--- config.mk ---
export PLATFORM = sky130hd
export DESIGN_NAME = dbg_chip_top
export DESIGN_NICKNAME = d
export VERILOG_FILES = /design/src/common/dbg_pkg.sv /design/src/logic/dbg_chip_top.sv /design/src/sim_sram/sim_sram.sv /design/src/spi_device/spi_cmd_rx.sv /design/src/logic/jtag_idcode_tap.sv /design/src/pinmux/dps_pinmux.sv /design/src/logic/strap_sampler.sv
export SDC_FILE = /design/constraint.sdc
export NUM_CORES = 2
export LEC_CHECK = 0
export ABC_AREA = 1
export BUFFER_PORTS_ARGS = -buffer_cell sky130_fd_sc_hd__buf_4
export CORE_ASPECT_RATIO = 1.5
export CORE_MARGIN = 1
export CORE_UTILIZATION = 50
export CTS_CLUSTER_SIZE = 16
export DETAILED_ROUTE_END_ITERATION = 8
export GPL_TIMING_DRIVEN = 1
export PLACE_DENSITY = 0.69
export SYNTH_ARGS = -nofsm -noshare
export SYNTH_HDL_FRONTEND = slang
export SYNTH_SLANG_ARGS = --single-unit
--- constraint.sdc ---
create_clock -name clk_i -period 4.95 [get_ports clk_i]
set_input_delay 0.495 -clock clk_i [delete_from_list [all_inputs] [get_ports clk_i]]
set_output_delay 0.495 -clock clk_i [all_outputs]
set_load 0.02 [all_outputs]
--- src/common/dbg_pkg.sv ---
// Shared constants and types for the debug and bootstrap subsystem
// Frame format, memory depth and credit count are fixed here for all blocks
package dbg_pkg;

  // JTAG
  localparam logic [31:0] IDCODE_VALUE = 32'h1a5e_c0d1;
  localparam int unsigned IR_LEN       = 5;
  localparam logic [IR_LEN-1:0] IR_IDCODE  = 5'b00001;
  localparam logic [IR_LEN-1:0] IR_CAPTURE = 5'b00001;  // Fixed IR capture pattern

  // SPI frame: opcode, 2 address bytes, 4 data bytes, MSB first
  localparam int unsigned FRAME_BYTES = 7;
  localparam int unsigned FRAME_BITS  = FRAME_BYTES * 8;
  localparam int unsigned BIT_CNT_W   = $clog2(FRAME_BITS);

  // Memory and request path
  localparam int unsigned SRAM_WORDS   = 64;
  localparam int unsigned SRAM_AW      = $clog2(SRAM_WORDS);
  localparam int unsigned SRAM_CREDITS = 2;
  localparam int unsigned CREDIT_W     = $clog2(SRAM_CREDITS + 1);
  localparam logic [15:0] STATUS_ADDR  = 16'h003f;

  localparam int unsigned SYNC_STAGES = 2;  // Pin synchronizer depth

  typedef enum logic [7:0] {
    OP_WRITE = 8'h02,
    OP_READ  = 8'h03
  } spi_op_e;

  typedef enum logic [3:0] {
    TAP_RESET,
    TAP_IDLE,
    TAP_SEL_DR,
    TAP_CAP_DR,
    TAP_SHIFT_DR,
    TAP_EXIT1_DR,
    TAP_PAUSE_DR,
    TAP_EXIT2_DR,
    TAP_UPD_DR,
    TAP_SEL_IR,
    TAP_CAP_IR,
    TAP_SHIFT_IR,
    TAP_EXIT1_IR,
    TAP_PAUSE_IR,
    TAP_EXIT2_IR,
    TAP_UPD_IR
  } tap_state_e;

  typedef enum logic [15:0] {
    ST_IDLE    = 16'h0000,
    ST_IN_TEST = 16'h4354,
    ST_PASSED  = 16'h900d,
    ST_FAILED  = 16'hbaad
  } test_status_e;

  typedef struct packed {
    logic jtag_sel;
    logic bootstrap;
  } strap_t;

  typedef struct packed {
    logic        write;
    logic [15:0] addr;
    logic [31:0] data;
  } mem_req_t;

  typedef struct packed {
    logic        credit;  // One cycle per returned credit
    logic [31:0] rdata;
  } mem_rsp_t;

endpackage
--- src/logic/dbg_chip_top.sv ---
`timescale 1ns/1ps
// Pad level debug subsystem, JTAG or SPI on shared pads chosen by strap
// SCK and TCK must run at no more than clk_i/8
// SRST_N strap resets the SPI receiver and the status register, not the memory
module dbg_chip_top import dbg_pkg::*; (
  input  logic         clk_i,
  input  logic         arst_n_i,
  input  logic [7:0]   io_dps_i,
  output logic         dps_o,
  output strap_t       strap_o,
  output test_status_e test_status_o
);

  logic     sys_rst_n;
  logic     tck, tms, tdi, trst_n, tdo;
  logic     sck, csb, sdi, sdo;
  logic     req_valid;
  mem_req_t req;
  mem_rsp_t rsp;

  strap_sampler u_strap_sampler (
    .clk_i        (clk_i),
    .arst_n_i     (arst_n_i),
    .srst_n_i     (io_dps_i[5]),
    .jtag_spi_n_i (io_dps_i[6]),
    .bootstrap_i  (io_dps_i[7]),
    .strap_o      (strap_o),
    .sys_rst_n_o  (sys_rst_n)
  );

  dps_pinmux u_dps_pinmux (
    .clk_i    (clk_i),
    .arst_n_i (arst_n_i),
    .io_dps_i (io_dps_i),
    .strap_i  (strap_o),
    .tck_o    (tck),
    .tms_o    (tms),
    .tdi_o    (tdi),
    .trst_n_o (trst_n),
    .sck_o    (sck),
    .csb_o    (csb),
    .sdi_o    (sdi),
    .tdo_i    (tdo),
    .sdo_i    (sdo),
    .dps_o    (dps_o)
  );

  jtag_idcode_tap u_jtag_tap (
    .clk_i    (clk_i),
    .arst_n_i (arst_n_i),
    .tck_i    (tck),
    .tms_i    (tms),
    .tdi_i    (tdi),
    .trst_n_i (trst_n),
    .tdo_o    (tdo)
  );

  spi_cmd_rx u_spi_cmd_rx (
    .clk_i       (clk_i),
    .arst_n_i    (sys_rst_n),  // Software reset strap domain
    .sck_i       (sck),
    .csb_i       (csb),
    .sdi_i       (sdi),
    .sdo_o       (sdo),
    .strap_i     (strap_o),
    .req_valid_o (req_valid),
    .req_o       (req),
    .rsp_i       (rsp)
  );

  sim_sram u_sim_sram (
    .clk_i         (clk_i),
    .arst_n_i      (sys_rst_n),
    .req_valid_i   (req_valid),
    .req_i         (req),
    .rsp_o         (rsp),
    .test_status_o (test_status_o)
  );

endmodule

--- src/sim_sram/sim_sram.sv ---
`timescale 1ns/1ps
// Simulation memory, only the low address bits index it so addresses alias
// Answers every request one cycle later with a credit, reads carry the word
// STATUS_ADDR is also stored as a normal word besides updating test_status_o
module sim_sram import dbg_pkg::*; (
  input  logic         clk_i,
  input  logic         arst_n_i,
  input  logic         req_valid_i,
  input  mem_req_t     req_i,
  output mem_rsp_t     rsp_o,
  output test_status_e test_status_o
);

  logic [31:0]        mem_q [SRAM_WORDS];
  logic [SRAM_AW-1:0] idx;
  logic               credit_q;
  logic [31:0]        rdata_q;
  test_status_e       status_q;
  logic               status_wr;

  assign idx       = req_i.addr[SRAM_AW-1:0];
  assign status_wr = req_valid_i && req_i.write && (req_i.addr == STATUS_ADDR);

  always_ff @(posedge clk_i) begin
    if (req_valid_i) begin
      if (req_i.write) begin
        mem_q[idx] <= req_i.data;
        rdata_q    <= '0;
      end else begin
        rdata_q <= mem_q[idx];
      end
    end
  end

  // Credit goes back exactly one cycle after each request
  always_ff @(posedge clk_i or negedge arst_n_i) begin
    if (!arst_n_i) begin
      credit_q <= 1'b0;
    end else begin
      credit_q <= req_valid_i;
    end
  end

  // Test status register, undefined codes are ignored
  always_ff @(posedge clk_i or negedge arst_n_i) begin
    if (!arst_n_i) begin
      status_q <= ST_IDLE;
    end else if (status_wr) begin
      case (req_i.data[15:0])
        ST_IDLE,
        ST_IN_TEST,
        ST_PASSED,
        ST_FAILED: status_q <= test_status_e'(req_i.data[15:0]);
        default: ;
      endcase
    end
  end

  assign rsp_o         = '{credit: credit_q, rdata: rdata_q};
  assign test_status_o = status_q;

endmodule

--- src/spi_device/spi_cmd_rx.sv ---
`timescale 1ns/1ps
// SPI mode 0, SCK below clk_i/8; each frame is framed by its own CSB low period
// Read data is captured assuming the SRAM answers one cycle after req_valid_o
// One pending request, a frame completing while it waits is dropped
module spi_cmd_rx import dbg_pkg::*; (
  input  logic     clk_i,
  input  logic     arst_n_i,
  input  logic     sck_i,
  input  logic     csb_i,
  input  logic     sdi_i,
  output logic     sdo_o,
  input  strap_t   strap_i,
  output logic     req_valid_o,
  output mem_req_t req_o,
  input  mem_rsp_t rsp_i
);

  logic                  sck_q, csb_q;
  logic                  sck_rise, sck_fall, csb_fall, csb_rise;
  logic [BIT_CNT_W-1:0]  bit_cnt_q;
  logic [FRAME_BITS-2:0] shift_q;
  logic [FRAME_BITS-1:0] frame_d;
  logic                  frame_done;
  spi_op_e               op;
  logic                  op_valid;
  logic                  accept;
  logic                  pend_q;
  mem_req_t              pend_req_q;
  logic [CREDIT_W-1:0]   credit_q;
  logic                  rd_wait_q;
  logic [31:0]           rd_data_q;
  logic [31:0]           sdo_q;

  assign sck_rise = sck_i & ~sck_q & ~csb_i;
  assign sck_fall = ~sck_i & sck_q & ~csb_i;
  assign csb_fall = ~csb_i & csb_q;
  assign csb_rise = csb_i & ~csb_q;

  assign frame_d    = {shift_q, sdi_i};  // Frame including the bit sampled now
  assign frame_done = sck_rise && (bit_cnt_q == BIT_CNT_W'(FRAME_BITS - 1));
  assign op         = spi_op_e'(frame_d[FRAME_BITS-1 -: 8]);
  assign op_valid   = strap_i.bootstrap && (op == OP_WRITE || op == OP_READ);

  assign req_valid_o = pend_q && (credit_q != '0);
  assign req_o       = pend_req_q;
  assign accept      = frame_done && op_valid && (!pend_q || req_valid_o);

  always_ff @(posedge clk_i or negedge arst_n_i) begin
    if (!arst_n_i) begin
      sck_q     <= 1'b0;
      csb_q     <= 1'b1;
      bit_cnt_q <= '0;
      pend_q    <= 1'b0;
      credit_q  <= CREDIT_W'(SRAM_CREDITS);
      rd_wait_q <= 1'b0;
      rd_data_q <= '0;
      sdo_q     <= '0;
    end else begin
      sck_q <= sck_i;
      csb_q <= csb_i;

      if (csb_i) begin
        bit_cnt_q <= '0;  // Also aborts a short frame
      end else if (sck_rise) begin
        bit_cnt_q <= frame_done ? '0 : bit_cnt_q + 1'b1;
      end

      if (accept) pend_q <= 1'b1;
      else if (req_valid_o) pend_q <= 1'b0;

      credit_q  <= credit_q - CREDIT_W'(req_valid_o) + CREDIT_W'(rsp_i.credit);
      rd_wait_q <= req_valid_o & ~pend_req_q.write;
      if (rsp_i.credit && rd_wait_q) rd_data_q <= rsp_i.rdata;

      // Last read word goes out first, zeros follow
      if (csb_fall) sdo_q <= rd_data_q;
      else if (csb_rise) sdo_q <= '0;
      else if (sck_fall) sdo_q <= {sdo_q[30:0], 1'b0};
    end
  end

  always_ff @(posedge clk_i) begin
    if (sck_rise) shift_q <= frame_d[FRAME_BITS-2:0];
    if (accept) begin
      pend_req_q.write <= (op == OP_WRITE);
      pend_req_q.addr  <= frame_d[FRAME_BITS-9 -: 16];
      pend_req_q.data  <= frame_d[31:0];
    end
  end

  assign sdo_o = sdo_q[31];

endmodule

--- src/logic/jtag_idcode_tap.sv ---
`timescale 1ns/1ps
// TAP stepped on synchronized TCK edges, so TCK must stay below clk_i/8
// Only IDCODE is decoded, every other instruction acts as BYPASS
// TRST_N is sampled like a synchronous reset of the TAP
module jtag_idcode_tap import dbg_pkg::*; (
  input  logic clk_i,
  input  logic arst_n_i,
  input  logic tck_i,
  input  logic tms_i,
  input  logic tdi_i,
  input  logic trst_n_i,
  output logic tdo_o
);

  tap_state_e        state_q, state_d;
  logic              tck_q;
  logic              tck_rise, tck_fall;
  logic [IR_LEN-1:0] ir_q;
  logic [IR_LEN-1:0] ir_shift_q;
  logic [31:0]       dr_q;
  logic              idcode_sel;

  assign tck_rise   = tck_i & ~tck_q;
  assign tck_fall   = ~tck_i & tck_q;
  assign idcode_sel = (ir_q == IR_IDCODE);

  always_comb begin
    state_d = state_q;
    case (state_q)
      TAP_RESET:    state_d = tms_i ? TAP_RESET    : TAP_IDLE;
      TAP_IDLE:     state_d = tms_i ? TAP_SEL_DR   : TAP_IDLE;
      TAP_SEL_DR:   state_d = tms_i ? TAP_SEL_IR   : TAP_CAP_DR;
      TAP_CAP_DR:   state_d = tms_i ? TAP_EXIT1_DR : TAP_SHIFT_DR;
      TAP_SHIFT_DR: state_d = tms_i ? TAP_EXIT1_DR : TAP_SHIFT_DR;
      TAP_EXIT1_DR: state_d = tms_i ? TAP_UPD_DR   : TAP_PAUSE_DR;
      TAP_PAUSE_DR: state_d = tms_i ? TAP_EXIT2_DR : TAP_PAUSE_DR;
      TAP_EXIT2_DR: state_d = tms_i ? TAP_UPD_DR   : TAP_SHIFT_DR;
      TAP_UPD_DR:   state_d = tms_i ? TAP_SEL_DR   : TAP_IDLE;
      TAP_SEL_IR:   state_d = tms_i ? TAP_RESET    : TAP_CAP_IR;
      TAP_CAP_IR:   state_d = tms_i ? TAP_EXIT1_IR : TAP_SHIFT_IR;
      TAP_SHIFT_IR: state_d = tms_i ? TAP_EXIT1_IR : TAP_SHIFT_IR;
      TAP_EXIT1_IR: state_d = tms_i ? TAP_UPD_IR   : TAP_PAUSE_IR;
      TAP_PAUSE_IR: state_d = tms_i ? TAP_EXIT2_IR : TAP_PAUSE_IR;
      TAP_EXIT2_IR: state_d = tms_i ? TAP_UPD_IR   : TAP_SHIFT_IR;
      TAP_UPD_IR:   state_d = tms_i ? TAP_SEL_DR   : TAP_IDLE;
    endcase
  end

  always_ff @(posedge clk_i or negedge arst_n_i) begin
    if (!arst_n_i) begin
      tck_q   <= 1'b0;
      state_q <= TAP_RESET;
      ir_q    <= IR_IDCODE;
      tdo_o   <= 1'b0;
    end else begin
      tck_q <= tck_i;
      if (!trst_n_i) begin
        state_q <= TAP_RESET;
        ir_q    <= IR_IDCODE;
        tdo_o   <= 1'b0;
      end else begin
        if (tck_rise) state_q <= state_d;
        if (state_q == TAP_RESET) begin
          ir_q <= IR_IDCODE;
        end else if (tck_rise && state_q == TAP_UPD_IR) begin
          ir_q <= ir_shift_q;
        end
        // TDO follows the register LSB on the falling edge
        if (tck_fall) begin
          if (state_q == TAP_SHIFT_DR) tdo_o <= dr_q[0];
          else if (state_q == TAP_SHIFT_IR) tdo_o <= ir_shift_q[0];
          else tdo_o <= 1'b0;
        end
      end
    end
  end

  // Shift registers, LSB first toward TDO
  always_ff @(posedge clk_i) begin
    if (tck_rise) begin
      case (state_q)
        TAP_CAP_DR: dr_q <= idcode_sel ? IDCODE_VALUE : 32'h0;
        TAP_SHIFT_DR: begin
          if (idcode_sel) dr_q <= {tdi_i, dr_q[31:1]};
          else dr_q[0] <= tdi_i;  // 1-bit bypass
        end
        TAP_CAP_IR:   ir_shift_q <= IR_CAPTURE;
        TAP_SHIFT_IR: ir_shift_q <= {tdi_i, ir_shift_q[IR_LEN-1:1]};
        default: ;
      endcase
    end
  end

endmodule

--- src/pinmux/dps_pinmux.sv ---
`timescale 1ns/1ps
// Pads 0, 1, 3 and 4 are synchronized here, pad 2 is the shared serial output
// The block not picked by the latched jtag_sel sees TCK 0, TMS 1, CSB 1
// Straps on pads 5 to 7 are handled by the strap sampler
module dps_pinmux import dbg_pkg::*; (
  input  logic       clk_i,
  input  logic       arst_n_i,
  input  logic [7:0] io_dps_i,
  input  strap_t     strap_i,
  output logic       tck_o,
  output logic       tms_o,
  output logic       tdi_o,
  output logic       trst_n_o,
  output logic       sck_o,
  output logic       csb_o,
  output logic       sdi_o,
  input  logic       tdo_i,
  input  logic       sdo_i,
  output logic       dps_o
);

  logic [SYNC_STAGES-1:0][3:0] sync_q;  // {trst_n, tms/csb, tdi/sdi, tck/sck}
  logic [3:0] pins_s;
  logic       jtag_sel;
  logic       dps_q;

  assign jtag_sel = strap_i.jtag_sel;
  assign pins_s   = sync_q[SYNC_STAGES-1];

  always_ff @(posedge clk_i or negedge arst_n_i) begin
    if (!arst_n_i) begin
      sync_q <= {SYNC_STAGES{4'b0100}};  // Idle levels, CSB and TMS high
    end else begin
      sync_q <= {sync_q[SYNC_STAGES-2:0],
                 {io_dps_i[4], io_dps_i[3], io_dps_i[1], io_dps_i[0]}};
    end
  end

  // JTAG side
  assign tck_o    = jtag_sel & pins_s[0];
  assign tdi_o    = jtag_sel & pins_s[1];
  assign tms_o    = ~jtag_sel | pins_s[2];
  assign trst_n_o = jtag_sel & pins_s[3];  // TAP held in reset while SPI owns the pads

  // SPI side
  assign sck_o = ~jtag_sel & pins_s[0];
  assign sdi_o = ~jtag_sel & pins_s[1];
  assign csb_o = jtag_sel | pins_s[2];

  // Pad output lags the selected source by one cycle
  always_ff @(posedge clk_i or negedge arst_n_i) begin
    if (!arst_n_i) begin
      dps_q <= 1'b0;
    end else begin
      dps_q <= jtag_sel ? tdo_i : sdo_i;
    end
  end

  assign dps_o = dps_q;

endmodule

--- src/logic/strap_sampler.sv ---
`timescale 1ns/1ps
// Straps latch once, SYNC_STAGES+1 cycles after arst_n_i release
// Only a new reset takes a new sample, pin changes after that are ignored
// sys_rst_n_o is the synchronized SRST_N pin and is never latched
module strap_sampler import dbg_pkg::*; (
  input  logic   clk_i,
  input  logic   arst_n_i,
  input  logic   srst_n_i,
  input  logic   jtag_spi_n_i,
  input  logic   bootstrap_i,
  output strap_t strap_o,
  output logic   sys_rst_n_o
);

  logic [SYNC_STAGES-1:0][2:0] sync_q;  // {srst_n, jtag_spi_n, bootstrap}
  logic [2:0] pins_s;
  logic [1:0] wait_cnt_q;
  logic       latched_q;
  strap_t     strap_q;

  assign pins_s = sync_q[SYNC_STAGES-1];

  always_ff @(posedge clk_i or negedge arst_n_i) begin
    if (!arst_n_i) begin
      sync_q <= '0;
    end else begin
      sync_q <= {sync_q[SYNC_STAGES-2:0], {srst_n_i, jtag_spi_n_i, bootstrap_i}};
    end
  end

  // Wait for the synchronizer to fill, then sample exactly once
  always_ff @(posedge clk_i or negedge arst_n_i) begin
    if (!arst_n_i) begin
      wait_cnt_q <= '0;
      latched_q  <= 1'b0;
      strap_q    <= '0;
    end else if (!latched_q) begin
      if (wait_cnt_q == 2'(SYNC_STAGES)) begin
        strap_q.jtag_sel  <= pins_s[1];
        strap_q.bootstrap <= pins_s[0];
        latched_q         <= 1'b1;
      end else begin
        wait_cnt_q <= wait_cnt_q + 1'b1;
      end
    end
  end

  assign strap_o     = strap_q;
  assign sys_rst_n_o = pins_s[2];  // Low while SRST_N strap is low

endmodule

# Yosys cells after proc, flatten, opt, wreduce, memory -nomap -nowiden
# Memories as Yosys holds them, arrays and structs flattened. A register that Yosys moved wholly into a read port is not among the register bits.
# Index checks and enable logic that the tools add are counted.
# totals
latchBits	0
ramBits	2048
mem_bits_ro	0
wordCells	160
reg_bits	265
in_bits	10
mem_count	1
out_inout_bits	19
# classes
n_bitwise	26
add_sub_neg	4
div	0
order_cmp	0
n_mux	41
reduce_logical	30
shift	0
eq_ne	28
mul	0
# memory_table
name	depth	word_bits	rd	rd_ports_with_merged_regs	wr	line_no	rtl
u_sim_sram.mem_q	64	32	1	1	1	sim_sram.sv:14	logic [31:0] mem_q [SRAM_WORDS];
# op_table
operator	n
2-to-1 mux 32 bit	3
one-hot mux 32 bit (2 select lines)	1
one-hot mux 4 bit (12 select lines)	1
equality test 16 bit, second input constant	2
equality test 4 bit, second input constant	8
2-to-1 mux 31 bit	1
2-to-1 mux 29 bit	1
2-to-1 mux 4 bit	6
2-to-1 mux 6 bit	3
equality test 16 x 15 -> 1 bit, second input constant	1
equality test 16 x 6 -> 1 bit, second input constant	1
equality test 4 x 3 -> 1 bit, second input constant	4
equality test 8 x 2 -> 1 bit, second input constant	2
logical NOT 16 bit	1
2-to-1 mux 1 bit	16
2-to-1 mux 5 bit	3
AND 1 bit	14
inverter 1 bit	10
one-hot mux 5 bit (2 select lines)	1
AND reduction 2 bit	5
nonzero test 2 bit	5
logical AND 1 bit	9
equality test 4 x 2 -> 1 bit, second input constant	2
adder 6 x 1 -> 6 bit, second input constant	1
other kinds (21)	28

# Longest topological paths before layout
# depth
depth_word	8
ltp_mapped	12
ltp_nobuf	10

# Hierarchy
# Synthesis repeated with hierarchy kept, for this count alone.
# hier_totals
cells_unflattened	9393
hier_area_um2	97104.4
# modules_own_cells
module	area_per_inst_um2	n_inst	cells_each	seq_area_each_um2
sim_sram	87580.2	1	8547	62885.3
spi_cmd_rx	6663.9	1	556	5027.3
jtag_idcode_tap	2189.6	1	233	1387.6
strap_sampler	362.8	1	30	275.3
dps_pinmux	307.8	1	27	227.7

# Worst setup path after synthesis
# No wires, ideal clock.
# synth_timing
path_kind	register to register
start	reg u_strap_sampler.strap_o[1] (netlist name)
end	reg u_spi_cmd_rx.pend_req_q, in the netlist u_spi_cmd_rx.req_o[0] (enable)
path_slack_ns	-2.699
stages_incl_launch_ff	7
t_arrival_ns	7.133
synth_period_minus_slack_ns	7.649
path_cell_list	dfrtp_1 > buf_2 > nor2_1 > nand2_1 > nor2_1 > nand3_1 > nor3_1
# synth_between
elab_chain_cells	7
elab_cells_between_ends	9
cone_classes	bitwise: 6; reduce/logical: 3
# synth_rtl
item	line_no	rtl
inverter 1 bit	dps_pinmux.sv:46	assign sck_o = ~jtag_sel & pins_s[0];
AND 1 bit	dps_pinmux.sv:46	
via sck	dbg_chip_top.sv:16	logic sck, csb, sdi, sdo;
AND 1 bit (2 in a row)	spi_cmd_rx.sv:34	assign sck_rise = sck_i & ~sck_q & ~csb_i;
via u_spi_cmd_rx.sck_rise	spi_cmd_rx.sv:19	logic sck_rise, sck_fall, csb_fall, csb_rise;
logical AND 1 bit	spi_cmd_rx.sv:40	assign frame_done = sck_rise && (bit_cnt_q == BIT_CNT_W'(FRAME_BITS - 1));
logical AND 1 bit (2 in a row)	spi_cmd_rx.sv:46	assign accept = frame_done && op_valid && (!pend_q || req_valid_o);
via u_spi_cmd_rx.accept	spi_cmd_rx.sv:26	logic accept;
end: declaration	spi_cmd_rx.sv:28	mem_req_t pend_req_q;
# The timed path passes the listed nets, and every way through them passes these cells.
# A chain may end at the register's enable or synchronous reset.

==> impl_summary.md <==
Synth
For this run, the register share of the synthesized area comes to 0.712. Of the total synthesized cell area, the portion taken by AND, OR, NAND and NOR gates is 0.170. Synthesis handed over a netlist of 9002 instances.

After synthesis, the share of flip-flops with an asynchronous set or reset is 0.0529. For this run, the leading register cell type out of synthesis is sky130_fd_sc_hd__edfxtp_1. The post-synthesis cell type with the largest combined area is sky130_fd_sc_hd__edfxtp_1. The number of register bits inferred by synthesis is about 2300.

The top cell type's share of synthesized area is 0.680. The main combinational cell family by area after synthesis is simple AND/OR/NAND/NOR gates. The share of the synthesized netlist area taken by xor and xnor gates is 0.000536. The number of nets handed over by synthesis was 9018.

The number of warnings issued by yosys is 0. By area the synthesized netlist is led by sky130_fd_sc_hd__edfxtp_1 (68%), sky130_fd_sc_hd__nand2_1 (9.3%), sky130_fd_sc_hd__inv_1 (6.6%), sky130_fd_sc_hd__nand3_1 (4.6%), sky130_fd_sc_hd__dfrtp_1 (3.0%). A synthesized cell averages around 11 um^2. After synthesis, the share of cell area in mux cells is 0.00379. Sorting the synthesized cells by how often they occur yields sky130_fd_sc_hd__nand2_1 (2440), sky130_fd_sc_hd__edfxtp_1 (2221), sky130_fd_sc_hd__inv_1 (1721).

The number of flops mapped to enable cells by yosys is 2221. The number of distinct library cells after synthesis is 39. The synthesized netlist occupies a cell area of approximately 0.098 mm^2.

The cell with the most instances after synthesis is sky130_fd_sc_hd__nand2_1. The compound-gate portion of the synthesized area was 0.0284. Of the total synthesized cell area, the portion taken by full adders, half adders and majority gates is 0.000765.

Pwr
The portion of total power attributed to sequential cells is 0.578. The share of total power dissipated in combinational logic is 0.002. The power per cell area is 341 mW/mm^2.

IR analysis of the VDD net gives a maximum drop of 0.289 mV. The clock power share is 0.419. The cell-internal power is 30100 uW. The reported leakage power is 0.0456 uW. Of the total power, the share spent switching nets is 0.188. Summed over all nets, the switching power comes to 6970 uW.

Cells and area
The area growth from synthesis to final layout is 10.8%. The number of filler instances in the final layout is 15500. The final standard cell utilization of the core is 0.559. The final design area excluding fillers is about 0.11 mm^2.

Of the cells placed in the final design, the portion with a size suffix greater than 1 is 0.0934. The layout net count is between 9000 and 10000. Once layout is complete, the cells apart from fillers number approximately 12000.

Critical path
Together, buffers and inverters on the worst path number 3. The slowest cell on the critical path is sky130_fd_sc_hd__buf_4. Data arrives at the worst endpoint at 4020 ps. The library cell appearing most often on the critical path is sky130_fd_sc_hd__nand2_1.

The depth of the critical timing path with buffers and inverters included is 10. Traced cell by cell, the critical path runs through buf_12, buf_4, buf_4, nand2_1, nand3_1, nand2_1, o21ai_0, nand2_1, nor2_1, a21oi_1. The cell family contributing the most delay on the critical path is buffers and inverters. The worst setup path is captured at a flip-flop. The maximum net fanout on the critical path is between 60 and 70. Data on the critical path is required at its endpoint by 5530 ps. The delay contributed by the slowest stage of the critical path is 640 ps. The destination of the worst register-to-register timing path is u_sim_sram.rdata_q[24]. The worst setup path is of the reg2reg kind. Measured in cells, the most critical reg-to-reg path has a length of 10. The element type at the critical path start is a flip-flop. The beginning of the worst register-to-register path is u_spi_cmd_rx.req_o[32]. The slack of the worst reg-to-reg path is 1510 ps.

Route
In the routed layout, each cell is associated on average with a via count of ~5.3. The detailed-route wire length per cell is around 21 um. The number of vias in the routed layout is around 63000. The number of iterations in the first detailed-routing pass is 7. The first routing iteration left between 6000 and 7000 violations. The detail route stage leaves a number of antenna-violating nets equal to 0.

The detailed-route wire length is between 200000 and 300000 um. For this run, design rule violations remaining after detail routing come to 0.

CTS
The number of levels the H-tree was split into is 4. Buffers added to address setup during post-CTS repair amount to 0. In this run, post-CTS repair resized a total of 0 instances. The hold buffer count at cts is 8.

The clock transition at the register clock pins on the worst setup and hold paths after CTS is 70 ps. The cell sitting at the root of the clock tree is a sky130_fd_sc_hd__clkbuf_16. The clock insertion delay at the later pin of the skew report is 850 ps. TritonCTS built the clock tree.

The sink count of the clock tree is about 2300. The number of buffers on the longest clock path is 4. TritonCTS created ~210 clock buffers.

Timing
Derived from the worst setup path, the maximum achievable clock frequency is 291 MHz. Setup violations remaining at the end of the flow were counted as 0. The total negative slack is 0 ps. Setup repair after global routing left no endpoint under its margin. The worst-case headroom to the max-slew limit is 0.142. The share of the clock period used by the worst path after layout is 0.694.

The max-slew violation total from the final report is 0. The pin slew with the least headroom to its limit is about 1300 ps. The count of endpoints failing hold in the final timing report is 0.

The clock skew after layout is 49.7 ps. After layout, the minimum clock period comes to 3440 ps. The smallest setup slack after layout is 1510 ps.

GRT
For this run, the total global-route usage over all layers was measured as 0.254. The pin count of the biggest net entering global routing is 223. The number of global-route vias before repair is 62200.

The total congestion overflow is 0. The initial antenna violation count is 7. The first global-routing pass estimated 372000 um of wire.

Floorplan
The die outline area is 0.198 mm^2. Row generation in the floorplan step produced approximately 200 rows. The number of primary I/O pins is 29. The placeable core region is 0.194 mm^2.

Measured along the x axis, the die boundary spans 364 um. The height of the die is 545 um. For this configuration, the core starts out at a cell density of 0.504.

Place
The wire-length estimate of the detail-placed layout is around 140000 um. Prior to clock tree synthesis, the placed netlist has a worst setup slack of around 1600 ps. After detailed placement, the total cell area comes to between 0.1 and 0.15 mm^2. Routability-driven placement finished with a final weighted congestion of roughly 0.86. In this run the tool buffered the top-level ports with 27 buffer cells. Once placement completed, the tool counted placed cells totaling ~11000.

Job
The tool flagged a number of max-cap violations equal to 0.

Worst hold path
In this run the worst hold path is classified as in2async.

Outcome
The run finished with clean final reports.
state kept, by name, indices dropped and copies added, names as in the netlist, 2 cells and up:
name / count
u_strap_sampler.strap_o: 2
u_sim_sram.mem_q: 2048
u_spi_cmd_rx.credit_q: 2
u_dps_pinmux.sync_q: 4
u_jtag_tap.ir_q: 5
u_strap_sampler.sync_q: 3
u_dps_pinmux.pins_s: 4
u_jtag_tap.state_q: 4
u_sim_sram.rdata_q: 32
u_spi_cmd_rx.sdo_q: 32
u_jtag_tap.dr_q: 32
u_spi_cmd_rx.req_o: 49
u_strap_sampler.wait_cnt_q: 2
u_jtag_tap.ir_shift_q: 5
u_spi_cmd_rx.shift_q: 55
u_spi_cmd_rx.bit_cnt_q: 6
u_strap_sampler.pins_s: 3
u_spi_cmd_rx.rd_data_q: 32
u_sim_sram.test_status_o: 16
routing by layer:
metal | GRT usage | wire (um) | vias to the layer above
met3 | 0.0262 | 15600 | 642
met1 | 0.294 | 91100 | 30700
li1 | - | - | 29100
met5 | 0 | 0 | -
met4 | 0.176 | 18900 | 0
met2 | 0.442 | 126000 | 2483
kinds of logic after synthesis:
group	Yosys count
AOI/OAI and AO/OA	516
xor gates and xnor gates	6
adders and majority gates	6
buffers and inverters	2114
DFF	2345
muxes	33
and+or+nand+nor	3982
power groups by stage:
stage | clock [uW] | combinational [uW] | sequential, uW
finish | 15500 | 83.8 | 21400
global placement | 0 | 77.3 | 21800
CTS | 15700 | 84.6 | 21400
detailed placement | 0 | 79.0 | 21800
global route | 16400 | 90.8 | 21400
floorplan | 0 | 41.8 | 21800
through the flow:
step                      hold WS (ps)  power (uW)
after floorplan                    199       21900
after global placement             332       21900
after detailed placement           337       21900
after CTS                         96.8       37200
after global routing               145       37900
final                              118       37000
worst reg2reg max path: cells and delay by family, from the launching register on:
kind	cells	cell delay, ps
AO/OA/AOI/OAI	2	390
buffers and inverters	3	1430
flip-flops	1	500
AND/OR/NAND/NOR	5	850
layout make-up:
type                    instances  area, um^2  area share
well taps                    2600        3250      0.0299
inverters                    1724        6480      0.0597
clock inverters                91         727     0.00669
diodes                          2        5.00   0.0000460
flip-flops and latches       2345       69800       0.642
multi-input cells            4543       20600       0.189
clock buffers                 270        5670      0.0522
repair buffers                241        2180      0.0201
worst max-delay path by stage:
| stage | slack [ps] | to | start |
|---|---|---|---|
| 6_report | 1510 | u_sim_sram.rdata_q[24] | u_spi_cmd_rx.req_o[32] |
| 5_1_grt | 1300 | u_sim_sram.rdata_q[16] | u_spi_cmd_rx.req_o[32] |
| 4_1_cts | 1560 | u_sim_sram.rdata_q[16] | u_spi_cmd_rx.req_o[32] |
| 3_5_place_dp | 1580 | u_sim_sram.rdata_q[24] | u_spi_cmd_rx.req_o[32] |
| 3_3_place_gp | 1620 | u_sim_sram.rdata_q[25] | u_spi_cmd_rx.req_o[32] |
| 2_1_floorplan | 390 | u_spi_cmd_rx.req_o[0] | u_strap_sampler.strap_o[1] |
cell usage in the layout, fill, tap and decap left out, types with 70 or more instances in the layout:
master,instances
sky130_fd_sc_hd__nor2_1,314
sky130_fd_sc_hd__nor2_4,70
sky130_fd_sc_hd__dfrtp_1,118
sky130_fd_sc_hd__or2_2,227
sky130_fd_sc_hd__edfxtp_1,2221
sky130_fd_sc_hd__o21ai_0,375
sky130_fd_sc_hd__nand3_1,900
sky130_fd_sc_hd__buf_4,205
sky130_fd_sc_hd__inv_1,1721
sky130_fd_sc_hd__clkbuf_16,215
sky130_fd_sc_hd__nand2_1,2440
Note: power is estimated with default switching activity, not from simulation.
